==> config.mk <==
export PLATFORM = sky130hd
export DESIGN_NAME = clic_top
export DESIGN_NICKNAME = d
export VERILOG_FILES = /design/src/verilog/clic_pkg.sv /design/src/verilog/clic_ctrl.sv /design/src/verilog/clic_priority_select.sv /design/src/verilog/clic_return_stack.sv /design/src/verilog/clic_timer.sv /design/src/verilog/clic_top.sv /design/src/verilog/clic_vector_table.sv
export VERILOG_INCLUDE_DIRS = /design/src /design/src/verilog
export SDC_FILE = /design/constraint.sdc
export NUM_CORES = 1
export LEC_CHECK = 0
export ABC_AREA = 1
export BUFFER_PORTS_ARGS = -buffer_cell sky130_fd_sc_hd__buf_4
export CAP_MARGIN = 20
export CORE_AREA = 10 10 197 273
export DETAILED_ROUTE_END_ITERATION = 8
export DIE_AREA = 0 0 207 283
export PLACE_DENSITY = 0.54
export SLEW_MARGIN = 20
export SYNTH_ARGS = -nofsm -noshare
export SYNTH_HDL_FRONTEND = slang
export SYNTH_SLANG_ARGS = --single-unit
==> constraint.sdc <==
create_clock -name clk -period 17.45 [get_ports clk]
set_input_delay 3.49 -clock clk [delete_from_list [all_inputs] [get_ports clk]]
set_output_delay 3.49 -clock clk [all_outputs]
set_load 0.05 [all_outputs]
==> src/verilog/clic_macros.svh <==
// clic macros: table size, field widths and the CSR map of the interrupt controller
`ifndef CLIC_MACROS_SVH
`define CLIC_MACROS_SVH

// vector table shape
`define VEC_SIZE 8
`define PRIO_WIDTH 3
`define PRIO_LEVELS 8  // one level per priority, also the return stack size

// address widths
`define IMEM_ADDR_WIDTH 16  // byte addresses into instruction memory
`define CSR_ADDR_WIDTH 12

// csr map
`define TIMER_ADDR 12'h400
`define THRESH_ADDR 12'h347
`define DEPTH_ADDR 12'h348

// vector and entry csrs sit at base plus index
`define VEC_BASE 12'hb00
`define ENTRY_BASE 12'hb20

// pc value the cpu presents when a handler returns
`define RETURN_MARKER {`IMEM_ADDR_WIDTH{1'b1}}

`endif

==> src/verilog/clic_pkg.sv <==
// clic package: shared types and csr helpers of the interrupt controller
`include "clic_macros.svh"

package clic_pkg;

  typedef logic [31:0] word_t;
  typedef logic [`PRIO_WIDTH-1:0] prio_t;
  typedef logic [$clog2(`VEC_SIZE)-1:0] idx_t;
  typedef logic [`IMEM_ADDR_WIDTH-1:0] addr_t;
  typedef logic [`IMEM_ADDR_WIDTH-3:0] vec_addr_t;  // word address of a handler
  typedef logic [`CSR_ADDR_WIDTH-1:0] csr_addr_t;

  typedef enum logic [1:0] {CSR_NONE, CSR_WRITE, CSR_SET, CSR_CLEAR} csr_op_e;
  typedef enum logic {PC_NORMAL, PC_INTERRUPT} pc_sel_e;
  typedef enum logic [1:0] {ACT_NONE, ACT_TAKE, ACT_TAIL, ACT_RETURN} irq_action_e;

  typedef struct packed {
    logic      enable;  // one cycle strobe
    csr_addr_t addr;
    csr_op_e   op;
    word_t     data;
  } csr_req_t;

  typedef struct packed {
    prio_t prio;
    logic  enabled;
    logic  pended;  // lsb
  } entry_t;

  typedef struct packed {
    addr_t addr;    // interrupted pc
    prio_t thresh;  // threshold before the take
  } stack_entry_t;

  typedef struct packed {
    logic      valid;
    idx_t      index;
    prio_t     prio;
    vec_addr_t vec;
  } best_t;

  // true when the request modifies the register at addr
  function automatic logic csr_writes(input csr_req_t req, input csr_addr_t addr);
    return req.enable && (req.op != CSR_NONE) && (req.addr == addr);
  endfunction

  // new register value for a write, set or clear
  function automatic word_t csr_apply(input word_t old_val, input csr_req_t req);
    word_t res;
    case (req.op)
      CSR_WRITE: res = req.data;
      CSR_SET:   res = old_val | req.data;
      CSR_CLEAR: res = old_val & ~req.data;
      default:   res = old_val;
    endcase
    return res;
  endfunction

endpackage

==> src/verilog/clic_ctrl.sv <==
// clic ctrl holds the threshold csr, the take/tail/return decision and the csr read mux
`timescale 1ns/1ps
`include "clic_macros.svh"

module clic_ctrl
  import clic_pkg::*;
(
  input  logic                 clk,
  input  logic                 rst_i,
  input  csr_req_t             csr_req_i,
  input  addr_t                pc_i,
  input  best_t                best_i,
  input  stack_entry_t         top_i,
  input  prio_t                depth_i,
  input  word_t                table_rdata_i,
  input  logic                 table_hit_i,
  input  word_t                count_i,
  output prio_t                thresh_o,
  output logic                 push_o,
  output logic                 pop_o,
  output stack_entry_t         push_data_o,
  output logic [`VEC_SIZE-1:0] hw_clear_o,
  output logic                 timer_clear_o,
  output addr_t                target_addr_o,
  output pc_sel_e              pc_sel_o,
  output logic                 irq_o,
  output word_t                csr_rdata_o
);

  prio_t       thresh_q;
  word_t       thresh_word;
  logic        thresh_wr;
  logic        is_ret;
  logic        vector_jump;  // take or tail
  irq_action_e action;

  assign is_ret      = (pc_i == `RETURN_MARKER);
  assign thresh_wr   = csr_writes(csr_req_i, `THRESH_ADDR);
  assign thresh_word = csr_apply(word_t'(thresh_q), csr_req_i);

  // a valid best already has prio >= threshold
  always_comb begin
    if (best_i.valid && (best_i.prio > thresh_q)) action = ACT_TAKE;
    else if (is_ret && best_i.valid)            action = ACT_TAIL;
    else if (is_ret)                             action = ACT_RETURN;
    else                                         action = ACT_NONE;
  end

  // hardware updates beat software so threshold and stack stay consistent
  always_ff @(posedge clk) begin
    if (rst_i) begin
      thresh_q <= '0;
    end else if (action == ACT_TAKE) begin
      thresh_q <= best_i.prio;
    end else if (action == ACT_RETURN) begin
      thresh_q <= top_i.thresh;
    end else if (thresh_wr) begin
      thresh_q <= thresh_word[`PRIO_WIDTH-1:0];
    end
  end

  assign vector_jump   = (action == ACT_TAKE) || (action == ACT_TAIL);
  assign push_o        = (action == ACT_TAKE);
  assign pop_o         = (action == ACT_RETURN);
  assign push_data_o   = '{addr: pc_i, thresh: thresh_q};
  assign hw_clear_o    = vector_jump ? ({{(`VEC_SIZE-1){1'b0}}, 1'b1} << best_i.index) : '0;
  assign timer_clear_o = vector_jump && (best_i.index == '0);  // entry 0 is the timer
  assign irq_o         = vector_jump;
  assign pc_sel_o      = (action == ACT_NONE) ? PC_NORMAL : PC_INTERRUPT;
  assign thresh_o      = thresh_q;

  always_comb begin
    case (action)
      ACT_TAKE, ACT_TAIL: target_addr_o = {best_i.vec, 2'b00};  // word to byte address
      ACT_RETURN:         target_addr_o = top_i.addr;
      default:            target_addr_o = pc_i;
    endcase
  end

  always_comb begin
    csr_rdata_o = '0;  // unmapped reads zero
    if (csr_req_i.addr == `TIMER_ADDR)       csr_rdata_o = count_i;
    else if (csr_req_i.addr == `THRESH_ADDR) csr_rdata_o = word_t'(thresh_q);
    else if (csr_req_i.addr == `DEPTH_ADDR)  csr_rdata_o = word_t'(depth_i);
    else if (table_hit_i)                    csr_rdata_o = table_rdata_i;
  end

  // the tail decision relies on a valid best never lying below the threshold
  a_best_above_thresh : assert property (@(posedge clk) disable iff (rst_i)
    best_i.valid |-> (best_i.prio >= thresh_q));

endmodule

==> src/verilog/clic_priority_select.sv <==
// clic priority select: finds the highest enabled and pended entry at or above threshold
`timescale 1ns/1ps
`include "clic_macros.svh"

module clic_priority_select
  import clic_pkg::*;
(
  input  entry_t    entries_i [`VEC_SIZE],
  input  vec_addr_t vectors_i [`VEC_SIZE],
  input  prio_t     thresh_i,
  output best_t     best_o
);

  // linear scan, >= lets a later index win a tie
  always_comb begin
    prio_t max_prio;
    max_prio = thresh_i;  // running maximum starts at the threshold
    best_o   = '0;
    for (int k = 0; k < `VEC_SIZE; k++) begin
      if (entries_i[k].enabled && entries_i[k].pended &&
          (entries_i[k].prio >= max_prio)) begin
        max_prio     = entries_i[k].prio;
        best_o.valid = 1'b1;
        best_o.index = idx_t'(k);
        best_o.prio  = entries_i[k].prio;
        best_o.vec   = vectors_i[k];
      end
    end
  end

endmodule

==> src/verilog/clic_return_stack.sv <==
// clic return stack: lifo of interrupted pc and saved threshold with depth count
`timescale 1ns/1ps
`include "clic_macros.svh"

module clic_return_stack
  import clic_pkg::*;
(
  input  logic         clk,
  input  logic         rst_i,
  input  logic         push_i,
  input  logic         pop_i,
  input  stack_entry_t data_i,
  output stack_entry_t top_o,
  output prio_t        depth_o
);

  stack_entry_t mem_q [`PRIO_LEVELS];
  prio_t        depth_q;  // number of live items

  always_ff @(posedge clk) begin
    if (rst_i) begin
      depth_q <= '0;
    end else if (push_i) begin
      depth_q <= depth_q + 1'b1;
    end else if (pop_i) begin
      depth_q <= depth_q - 1'b1;
    end
  end

  always_ff @(posedge clk) begin
    if (push_i) mem_q[depth_q] <= data_i;
  end

  assign top_o   = (depth_q == '0) ? '0 : mem_q[depth_q - 1'b1];
  assign depth_o = depth_q;

  // nesting is bounded by the strictly rising threshold in ctrl
  a_no_overflow : assert property (@(posedge clk) disable iff (rst_i)
    push_i |-> (depth_q != '1));
  a_no_underflow : assert property (@(posedge clk) disable iff (rst_i)
    pop_i |-> (depth_q != '0));
  a_no_push_pop : assert property (@(posedge clk) disable iff (rst_i)
    !(push_i && pop_i));

endmodule

==> src/verilog/clic_timer.sv <==
// clic timer: csr down-counter that raises a sticky pend request for entry 0
`timescale 1ns/1ps
`include "clic_macros.svh"

module clic_timer
  import clic_pkg::*;
(
  input  logic     clk,
  input  logic     rst_i,
  input  csr_req_t csr_req_i,
  input  logic     timer_clear_i,
  output word_t    count_o,
  output logic     timer_pend_o
);

  word_t count_q;
  logic  pend_q;
  logic  count_wr;

  assign count_wr = csr_writes(csr_req_i, `TIMER_ADDR);

  always_ff @(posedge clk) begin
    if (rst_i) begin
      count_q <= '0;
    end else if (count_wr) begin
      count_q <= csr_apply(count_q, csr_req_i);  // software load wins
    end else if (count_q != '0) begin
      count_q <= count_q - 32'd1;
    end
  end

  // expiry is the 1 -> 0 step, so the flag rises with the zero count
  always_ff @(posedge clk) begin
    if (rst_i) begin
      pend_q <= 1'b0;
    end else if (timer_clear_i) begin
      pend_q <= 1'b0;
    end else if (!count_wr && (count_q == 32'd1)) begin
      pend_q <= 1'b1;
    end
  end

  assign count_o      = count_q;
  assign timer_pend_o = pend_q;

  // a fresh pend is only seen together with an expired counter
  a_pend_on_zero : assert property (@(posedge clk) disable iff (rst_i)
    $rose(pend_q) |-> (count_q == '0));

endmodule

==> src/verilog/clic_top.sv <==
// clic top: core-local interrupt controller built from timer, table, select, stack and ctrl
`timescale 1ns/1ps
`include "clic_macros.svh"

module clic_top
  import clic_pkg::*;
(
  input  logic     clk,
  input  logic     rst_i,
  input  csr_req_t csr_req_i,
  input  addr_t    pc_i,
  output word_t    csr_rdata_o,
  output addr_t    target_addr_o,
  output pc_sel_e  pc_sel_o,
  output prio_t    level_o,  // return stack depth
  output logic     irq_o
);

  logic                 timer_pend;
  logic                 timer_clear;
  word_t                count;
  entry_t               entries [`VEC_SIZE];
  vec_addr_t            vectors [`VEC_SIZE];
  word_t                table_rdata;
  logic                 table_hit;
  logic [`VEC_SIZE-1:0] hw_clear;
  best_t                best;
  prio_t                thresh;
  logic                 push;
  logic                 pop;
  stack_entry_t         push_data;
  stack_entry_t         top;
  prio_t                depth;

  clic_timer u_timer (
    .clk, .rst_i, .csr_req_i,
    .timer_clear_i(timer_clear),
    .count_o(count),
    .timer_pend_o(timer_pend)
  );

  clic_vector_table u_table (
    .clk, .rst_i, .csr_req_i,
    .timer_pend_i(timer_pend),
    .hw_clear_i(hw_clear),
    .entries_o(entries),
    .vectors_o(vectors),
    .rdata_o(table_rdata),
    .hit_o(table_hit)
  );

  clic_priority_select u_select (
    .entries_i(entries), .vectors_i(vectors), .thresh_i(thresh), .best_o(best)
  );

  clic_return_stack u_stack (
    .clk, .rst_i, .push_i(push), .pop_i(pop),
    .data_i(push_data), .top_o(top), .depth_o(depth)
  );

  clic_ctrl u_ctrl (
    .clk, .rst_i, .csr_req_i, .pc_i,
    .best_i(best), .top_i(top), .depth_i(depth),
    .table_rdata_i(table_rdata), .table_hit_i(table_hit), .count_i(count),
    .thresh_o(thresh), .push_o(push), .pop_o(pop), .push_data_o(push_data),
    .hw_clear_o(hw_clear), .timer_clear_o(timer_clear),
    .target_addr_o, .pc_sel_o, .irq_o, .csr_rdata_o
  );

  assign level_o = depth;

endmodule

==> src/verilog/clic_vector_table.sv <==
// clic vector table: entry and vector csrs with readback and hardware pend updates
`timescale 1ns/1ps
`include "clic_macros.svh"

module clic_vector_table
  import clic_pkg::*;
(
  input  logic                 clk,
  input  logic                 rst_i,
  input  csr_req_t             csr_req_i,
  input  logic                 timer_pend_i,
  input  logic [`VEC_SIZE-1:0] hw_clear_i,   // one-hot pend clear from ctrl
  output entry_t               entries_o [`VEC_SIZE],
  output vec_addr_t            vectors_o [`VEC_SIZE],
  output word_t                rdata_o,
  output logic                 hit_o
);

  entry_t    entries_q [`VEC_SIZE];
  vec_addr_t vectors_q [`VEC_SIZE];

  logic [`VEC_SIZE-1:0] ent_sel;  // address decode, independent of enable
  logic [`VEC_SIZE-1:0] vec_sel;
  logic [`VEC_SIZE-1:0] ent_wr;
  logic [`VEC_SIZE-1:0] vec_wr;
  word_t                ent_word [`VEC_SIZE];
  word_t                vec_word [`VEC_SIZE];

  always_comb begin
    for (int k = 0; k < `VEC_SIZE; k++) begin
      ent_sel[k]  = csr_req_i.addr == csr_addr_t'(`ENTRY_BASE + k);
      vec_sel[k]  = csr_req_i.addr == csr_addr_t'(`VEC_BASE + k);
      ent_wr[k]   = csr_writes(csr_req_i, csr_addr_t'(`ENTRY_BASE + k));
      vec_wr[k]   = csr_writes(csr_req_i, csr_addr_t'(`VEC_BASE + k));
      ent_word[k] = csr_apply(word_t'(entries_q[k]), csr_req_i);
      vec_word[k] = csr_apply(word_t'(vectors_q[k]), csr_req_i);
    end
  end

  // a software write to an entry masks any hardware pend change that cycle
  always_ff @(posedge clk) begin
    if (rst_i) begin
      for (int k = 0; k < `VEC_SIZE; k++) begin
        entries_q[k] <= '0;
      end
    end else begin
      for (int k = 0; k < `VEC_SIZE; k++) begin
        if (ent_wr[k]) begin
          entries_q[k] <= entry_t'(ent_word[k][$bits(entry_t)-1:0]);
        end else if (hw_clear_i[k]) begin
          entries_q[k].pended <= 1'b0;  // taken or tail-chained
        end else if ((k == 0) && timer_pend_i) begin
          entries_q[k].pended <= 1'b1;
        end
      end
    end
  end

  always_ff @(posedge clk) begin
    if (rst_i) begin
      for (int k = 0; k < `VEC_SIZE; k++) begin
        vectors_q[k] <= '0;
      end
    end else begin
      for (int k = 0; k < `VEC_SIZE; k++) begin
        if (vec_wr[k]) vectors_q[k] <= vec_word[k][$bits(vec_addr_t)-1:0];
      end
    end
  end

  always_comb begin
    rdata_o = '0;
    hit_o   = |{ent_sel, vec_sel};
    for (int k = 0; k < `VEC_SIZE; k++) begin
      if (ent_sel[k]) rdata_o = word_t'(entries_q[k]);
      if (vec_sel[k]) rdata_o = word_t'(vectors_q[k]);
    end
  end

  assign entries_o = entries_q;
  assign vectors_o = vectors_q;

  // ctrl clears at most one pend bit per cycle
  a_clear_onehot : assert property (@(posedge clk) disable iff (rst_i)
    $onehot0(hw_clear_i));

endmodule
==> impl_metrics.ini, run 1 <==
[run_status]
status = completed

[sta]
finalMaxSlewViolations = 0
setup_viol = 0
max_freq_ghz = 0.06121
final.period_utilization = 0.9362
timing_hold_violations_final = 0
worstMarginPinSlew_ns = 1.114
clock_skew_ns = 0.01443
worst_hold_slack_ns = 0.4910
min_period_ns = 16.34
worst_relative_slew_slack = 0.2566

[drt]
finalWirelength_um = 74250
detailedRoute.firstPassIterationCount = 8
ant_nets = 0
wl_per_cell_um = 23.70
drt_drc_violations_left = 0
drt_iter0_markers = 1607
vias = 18505
avgViaCountPerCell = 5.906

[cts]
cts_root_buffer = sky130_fd_sc_hd__clkbuf_16
ctsLongestPathBuffers = 3
clock-sinks = 343
tritoncts_clock_tree = yes
clkSlewWorstSetupHoldPaths_ns = 0.06
postCtsHoldBufs = 0
cts_buffers = 37
clkLatencyLatePin_ns = 0.55
htree_levels = 2

[job]
drv.max_cap_violation_count = 0

[power_and_ir_drop]
power.share.sequential = 0.430
pwr-share-clk = 0.409
switching_power_uw = 594.8
power.leakage_nw = 7.945
cell_internal_pwr_mw = 1.455
switching_share = 0.2901
comb_power_share = 0.161
power.density_cell_area_mw_per_mm2 = 93.51
vdd_ir_drop_max_mv = 0.06608
total_power_consumption_mw = 2.050

[worst_setup_path]
cp_slowest_stage_delay_ns = 0.43
endpoint_kind = output port
worst_ep_required_time_ns = 13.96
r2r_slack_ns = 4.96
timing.critical_path.from = u_ctrl.thresh_o[1]
worst-path-max-fanout = 44
cpMaxStageDelayCell = sky130_fd_sc_hd__ha_4
critical_path.startpoint_type = flop
critical_path.reg2reg.startpoint = u_ctrl.thresh_o[1]
worst-endpoint-arrival_ns = 12.85
crit_top_cell = sky130_fd_sc_hd__inv_1
timing.setup.critical_path_class = flop to output port

[floorplan]
floorplan.die_area_mm2 = 0.05858
fp-row-count = 96
floorplan.io_pins = 118
core_area_mm2 = 0.04877
die_height_um = 283
initial_core_util = 0.3937
fp.dieW_um = 207

[placement]
place.detailed.hpwl_um = 52810
number_of_buffers_inserted_by_port_buffering = 117
dp_cells = 3063
place.gp.congestion = 0.9284

[layout]
finalNonFillerCells = 3133
num-nets-final = 2565
area_delta_synth_final_pct = 14.20
utilization = 0.4496
num_antenna_cells = 0
layout-drive-gt1-share = 0.1154

[synthesis]
postSynthRegisterBits = 343
synth_seq_area_share = 0.4369
synthDistinctLibCells = 53
postSynth.topFlopCell = sky130_fd_sc_hd__dfxtp_1
number_of_flops_mapped_to_enable_cells_by_yosys = 152
ys.warnings.count = 0
syn_std_cell_area_mm2 = 0.01920
post_synth_inst_count = 2438
asyncSetResetFlopFracSynth = 0
postSynthAreaPerCell_um2 = 7.875
synth.net_count = 2533

[hold_path]
min_path_type = flop to flop
worstHoldStart = u_timer.count_o[15]

[global_route]
grtUsageMet2 = 0.4150
grtUsageMet1 = 0.2921
global_route_wire_length_before_repair_um = 110200
antenna_found_initial = 0
gr-max-usage-layer = met2
first_global_vias = 17463
grtUsageMet3 = 0.02763
grt_max_degree = 89
global_route_total_usage_across_every_layer = 0.2399
globalRouteOverflowTotal = 0
placed cells by master, fill, tap and decap left out, types with 7 or more instances in the layout:
cell	count
sky130_fd_sc_hd__nand2_2	12
sky130_fd_sc_hd__o221a_2	9
sky130_fd_sc_hd__o221ai_1	25
sky130_fd_sc_hd__o22ai_1	38
sky130_fd_sc_hd__dfxtp_1	189
sky130_fd_sc_hd__a221oi_1	159
sky130_fd_sc_hd__nand3_1	82
sky130_fd_sc_hd__clkbuf_16	38
sky130_fd_sc_hd__nand3_2	8
sky130_fd_sc_hd__buf_4	151
sky130_fd_sc_hd__o211ai_1	71
sky130_fd_sc_hd__nand4_1	16
sky130_fd_sc_hd__xor2_1	14
sky130_fd_sc_hd__nor2_1	241
sky130_fd_sc_hd__clkinv_2	7
sky130_fd_sc_hd__o211ai_2	7
sky130_fd_sc_hd__a211oi_1	13
sky130_fd_sc_hd__nor3_1	30
sky130_fd_sc_hd__nand2_1	387
sky130_fd_sc_hd__a31oi_1	16
sky130_fd_sc_hd__edfxtp_1	152
sky130_fd_sc_hd__o21ai_0	236
sky130_fd_sc_hd__o31ai_1	10
sky130_fd_sc_hd__clkinv_1	8
sky130_fd_sc_hd__o2111ai_1	24
sky130_fd_sc_hd__ha_1	29
sky130_fd_sc_hd__inv_1	320
sky130_fd_sc_hd__nor2_2	12
sky130_fd_sc_hd__a21oi_1	112
layer usage:
layer | up-vias | wire length, µm
li1 | 8678 | -
met1 | 8903 | 30060
met2 | 769 | 36370
met3 | 155 | 4333
met4 | 0 | 3486
met5 | - | 0
cell usage after synthesis, drive strengths merged, types with 13 or more instances:
cell type,instances,area share
buf,17,0.0059
nor2,257,0.051
edfxtp,152,0.24
o221ai,25,0.011
inv,324,0.063
nor3,30,0.0078
a31oi,16,0.0052
a221oi,159,0.073
a211oi,13,0.0051
o211ai,78,0.032
dfxtp,191,0.20
nand3,91,0.026
o21ai,243,0.063
nand4,17,0.0059
nand2,405,0.083
ha,30,0.020
xor2,14,0.0064
a21oi,115,0.030
o2111ai,25,0.011
o22ai,38,0.012
clkbuf,143,0.028
critical path, delay by kind of cell (launching register included):
| family | cells | cell delay, ns |
|---|---|---|
| and+or+nand+nor | 34 | 3.75 |
| DFF | 1 | 0.41 |
| AOI/OAI and AO/OA | 18 | 2.97 |
| adders and majority gates | 10 | 2.95 |
| buffers and inverters | 22 | 2.15 |
cell families (layout without fill, tap and decap cells):
| kind of cell | after synthesis | in the layout | synth area share |
|---|---|---|---|
| fa+ha+maj | 30 | 30 | 0.01955 |
| mux | 1 | 1 | 0.0005214 |
| xor+xnor | 16 | 16 | 0.007300 |
| compound gates | 747 | 747 | 0.2602 |
| simple gates | 812 | 812 | 0.1773 |
| buf+inv | 489 | 547 | 0.09828 |
| flops | 343 | 343 | 0.4369 |
power by group through the flow:
stage	Clock [mW]	Sequential, mW	Combinational, mW
after global routing	0.879	0.885	0.366
after floorplan	0	0.891	0.220
after global placement	0	0.899	0.322
after CTS	0.850	0.882	0.325
after detailed placement	0	0.899	0.324
final	0.838	0.882	0.329
area by class of cell:
cell class                      instances  area, µm²
Fill cell                            4904      26840
Tap cell                              637      797.0
Clock buffer                           44      993.5
Timing Repair Buffer                  152       1154
Timing Repair inverter                  1      7.507
Clock inverter                         21      270.3
Sequential cell                       343       8391
Inverter                              329       1241
Multi-Input combinational cell       1606       9071
stage by stage:
| step | setup WS (ns) | cell area, µm² | TNS (ns) |
|---|---|---|---|
| after CTS | 0.06978 | 21790 | 0 |
| after global routing | -0.03562 | 21920 | -0.1001 |
| after floorplan | 1.949 | 19200 | 0 |
| after detailed placement | 0.4437 | 20520 | 0 |
| after global placement | 0.8885 | 20510 | 0 |
| final | 1.113 | 21920 | 0 |
flip-flops by register name, summed over array words and instances (netlist names):
register / count
u_ctrl.thresh_o: 3
u_stack.depth_o: 3
u_stack.mem_q: 152
u_table.entries_o: 40
u_table.vectors_o: 112
u_timer.count_o: 32
u_timer.timer_pend_o: 1
final timing paths:
path | end | cells after the start
setup / recovery | target_addr_o[8] | 84
hold / removal | u_timer.count_o[15] | 2
setup reg to reg | u_ctrl.thresh_o[0] | 88
hold reg to reg | u_timer.count_o[15] | 2
what timing repair did:
| item | 4_1_cts | 5_1_grt |
|---|---|---|
| setup buffers | 0 | 4 |
| endpoints found under the setup margin | 14 | 18 |
| endpoints found under the hold margin | 0 | 0 |
| gates cloned | 0 | 1 |
| resized for setup | 2 | 13 |
Power figures use the tool's default switching activity.
==> run 2, diff against run 1 <==
CORE_AREA = 10 10 264 203   (was 10 10 197 273)
DIE_AREA = 0 0 274 213   (was 0 0 207 283)
==> run 2 against run 1 <==
  * Design area shrank 0.20%
  * Flip-flop and latch count is the same
  * Worst setup slack lost 0.051 ns
  * Cell count grew 0.29%
  * Non-clock buffer count shrank 5
  * Total power shrank 0.70%
  * Critical path type unchanged
  * Maximum frequency shrank 0.31%
  * Critical path depth grew 1
  * First-iteration DRC count grew 28%
  * Global-route usage shrank 0.62 points
  * Die area shrank 0.37%
  * Largest cell class unchanged
==> impl_metrics.ini, run 2 (synthesis gave the netlist of run 1 again) <==
[power_and_ir_drop]
total_power_consumption_mw = 2.036
power.leakage_nw = 7.917
switching_power_uw = 596.3
cell_internal_pwr_mw = 1.439
pwr-share-clk = 0.408
vdd_ir_drop_max_mv = 0.05707
power.share.sequential = 0.434
power.density_cell_area_mw_per_mm2 = 93.03
comb_power_share = 0.159
switching_share = 0.2929

[floorplan]
initial_core_util = 0.3978
floorplan.die_area_mm2 = 0.05836
fp-row-count = 70
core_area_mm2 = 0.04826
fp.dieW_um = 274
floorplan.io_pins = 118
die_height_um = 213

[drt]
vias = 18527
ant_nets = 0
wl_per_cell_um = 22.32
finalWirelength_um = 70120
detailedRoute.firstPassIterationCount = 6
avgViaCountPerCell = 5.897
drt_drc_violations_left = 0
drt_iter0_markers = 2056

[layout]
layout.cell_area.non_filler_mm2 = 0.02188
multiInputGateArea_mm2 = 0.009079
final_common_cell = sky130_fd_sc_hd__nand2_1
largest_register_ffs = 152
commonest_cells_after_routing_fill_and_taps_aside = 387 x sky130_fd_sc_hd__nand2_1, 320 x sky130_fd_sc_hd__inv_1, 240 x sky130_fd_sc_hd__nor2_1
utilization = 0.4534
layout-drive-gt1-share = 0.1163
num_antenna_cells = 0
area_delta_synth_final_pct = 13.97
seqCellArea_mm2 = 0.008392
finalNonFillerCells = 3142
num-nets-final = 2560
registers.top_by_ff_count = u_stack.mem_q
n_fill_cell = 4876

[cts]
postCtsHoldBufs = 0
cts_buffers = 38
clock-sinks = 343
post_cts.repair.setup_buffers = 0
htree_levels = 2
cts_root_buffer = sky130_fd_sc_hd__clkbuf_16
tritoncts_clock_tree = yes
clkSlewWorstSetupHoldPaths_ns = 0.06
clkLatencyLatePin_ns = 0.57
ctsLongestPathBuffers = 3

[worst_setup_path]
number_of_cells_on_the_worst_reg_to_reg_path = 88
worst-endpoint-arrival_ns = 12.90
critical_path.reg2reg.startpoint = u_ctrl.thresh_o[2]
timing.setup.critical_path_class = flop to output port
cpMaxStageDelayCell = sky130_fd_sc_hd__dfxtp_2
timing.critical_path.from = u_ctrl.thresh_o[2]
cp_slowest_stage_delay_ns = 0.49
rr_endpoint = u_table.entries_o[35]
r2r_slack_ns = 5.15
worst_ep_required_time_ns = 13.96
endpoint_kind = output port
worst-path-max-fanout = 38
crit_top_cell = sky130_fd_sc_hd__inv_1
endpoint = target_addr_o[9]
critical_path.startpoint_type = flop

[global_route]
global_route_total_usage_across_every_layer = 0.2337
first_global_vias = 17397
globalRouteOverflowTotal = 0
global_route_wire_length_before_repair_um = 106300
grt_max_degree = 82
antenna_found_initial = 0

[run_status]
status = completed

[placement]
dp_cells = 3072
placed_area_mm2 = 0.02051
place.gp.congestion = 0.9082
number_of_buffers_inserted_by_port_buffering = 117
dpl_worst_slack_ns = 0.4655
place.detailed.hpwl_um = 49330

[sta]
max_freq_ghz = 0.06102
timing_hold_violations_final = 0
min_period_ns = 16.39
worst_hold_slack_ns = 0.4842
worstMarginPinSlew_ns = 1.101
setup_viol = 0
fin_setup_tns_ns = 0
postLayoutSetupSlackWorst_ns = 1.062
clock_skew_ns = 0.01428
worst_relative_slew_slack = 0.2655
finalMaxSlewViolations = 0
final.period_utilization = 0.9392

[hold_path]
hold_path_depth = 2
min_path_type = flop to flop
worstHoldStart = u_timer.count_o[24]

[job]
drv.max_cap_violation_count = 0
[run 2: layer usage]
layer,track usage,vias to the layer above,part of all wire
met5,0,-,0
met1,0.3391,9010,0.47
li1,-,8676,-
met2,0.3549,761,0.43
met3,0.03991,80,0.082
met4,0.05485,0,0.018
[run 2: repair_timing]
item,CTS,global route
pin swaps,0,1
setup endpoints to repair,13,17
gates resized for setup,2,15
[run 2: power groups by stage]
stage	clock network [mW]	registers (mW)	logic, mW
3_3_place_gp	0	0.899	0.315
3_5_place_dp	0	0.899	0.317
6_report	0.830	0.883	0.323
5_1_grt	0.874	0.885	0.361
4_1_cts	0.845	0.882	0.320
2_1_floorplan	0	0.891	0.220
[run 2: final cells by class]
cell class | count | share of cell area
timing repair buffer | 147 | 0.05032
clock inverter | 18 | 0.008063
sequential | 343 | 0.3835
multi-input combinational | 1606 | 0.4149
clock buffer | 51 | 0.04941
tap | 648 | 0.03705
inverter | 329 | 0.05672
[run 2: critical path: cells and delay by family (launching register included)]
| family | cells | cell delay, ns |
|---|---|---|
| buffers and inverters | 23 | 2.51 |
| AOI/OAI and AO/OA | 17 | 2.59 |
| and+or+nand+nor | 35 | 3.87 |
| DFF | 1 | 0.49 |
| adders and majority gates | 10 | 2.86 |
[run 2: worst min-delay path by stage]
stage and to:
4_1_cts u_timer.count_o[24], 3_3_place_gp u_table.vectors_o[48], 2_1_floorplan u_timer.count_o[15], 6_report u_timer.count_o[24], 5_1_grt u_timer.count_o[24], 3_5_place_dp u_timer.count_o[24]
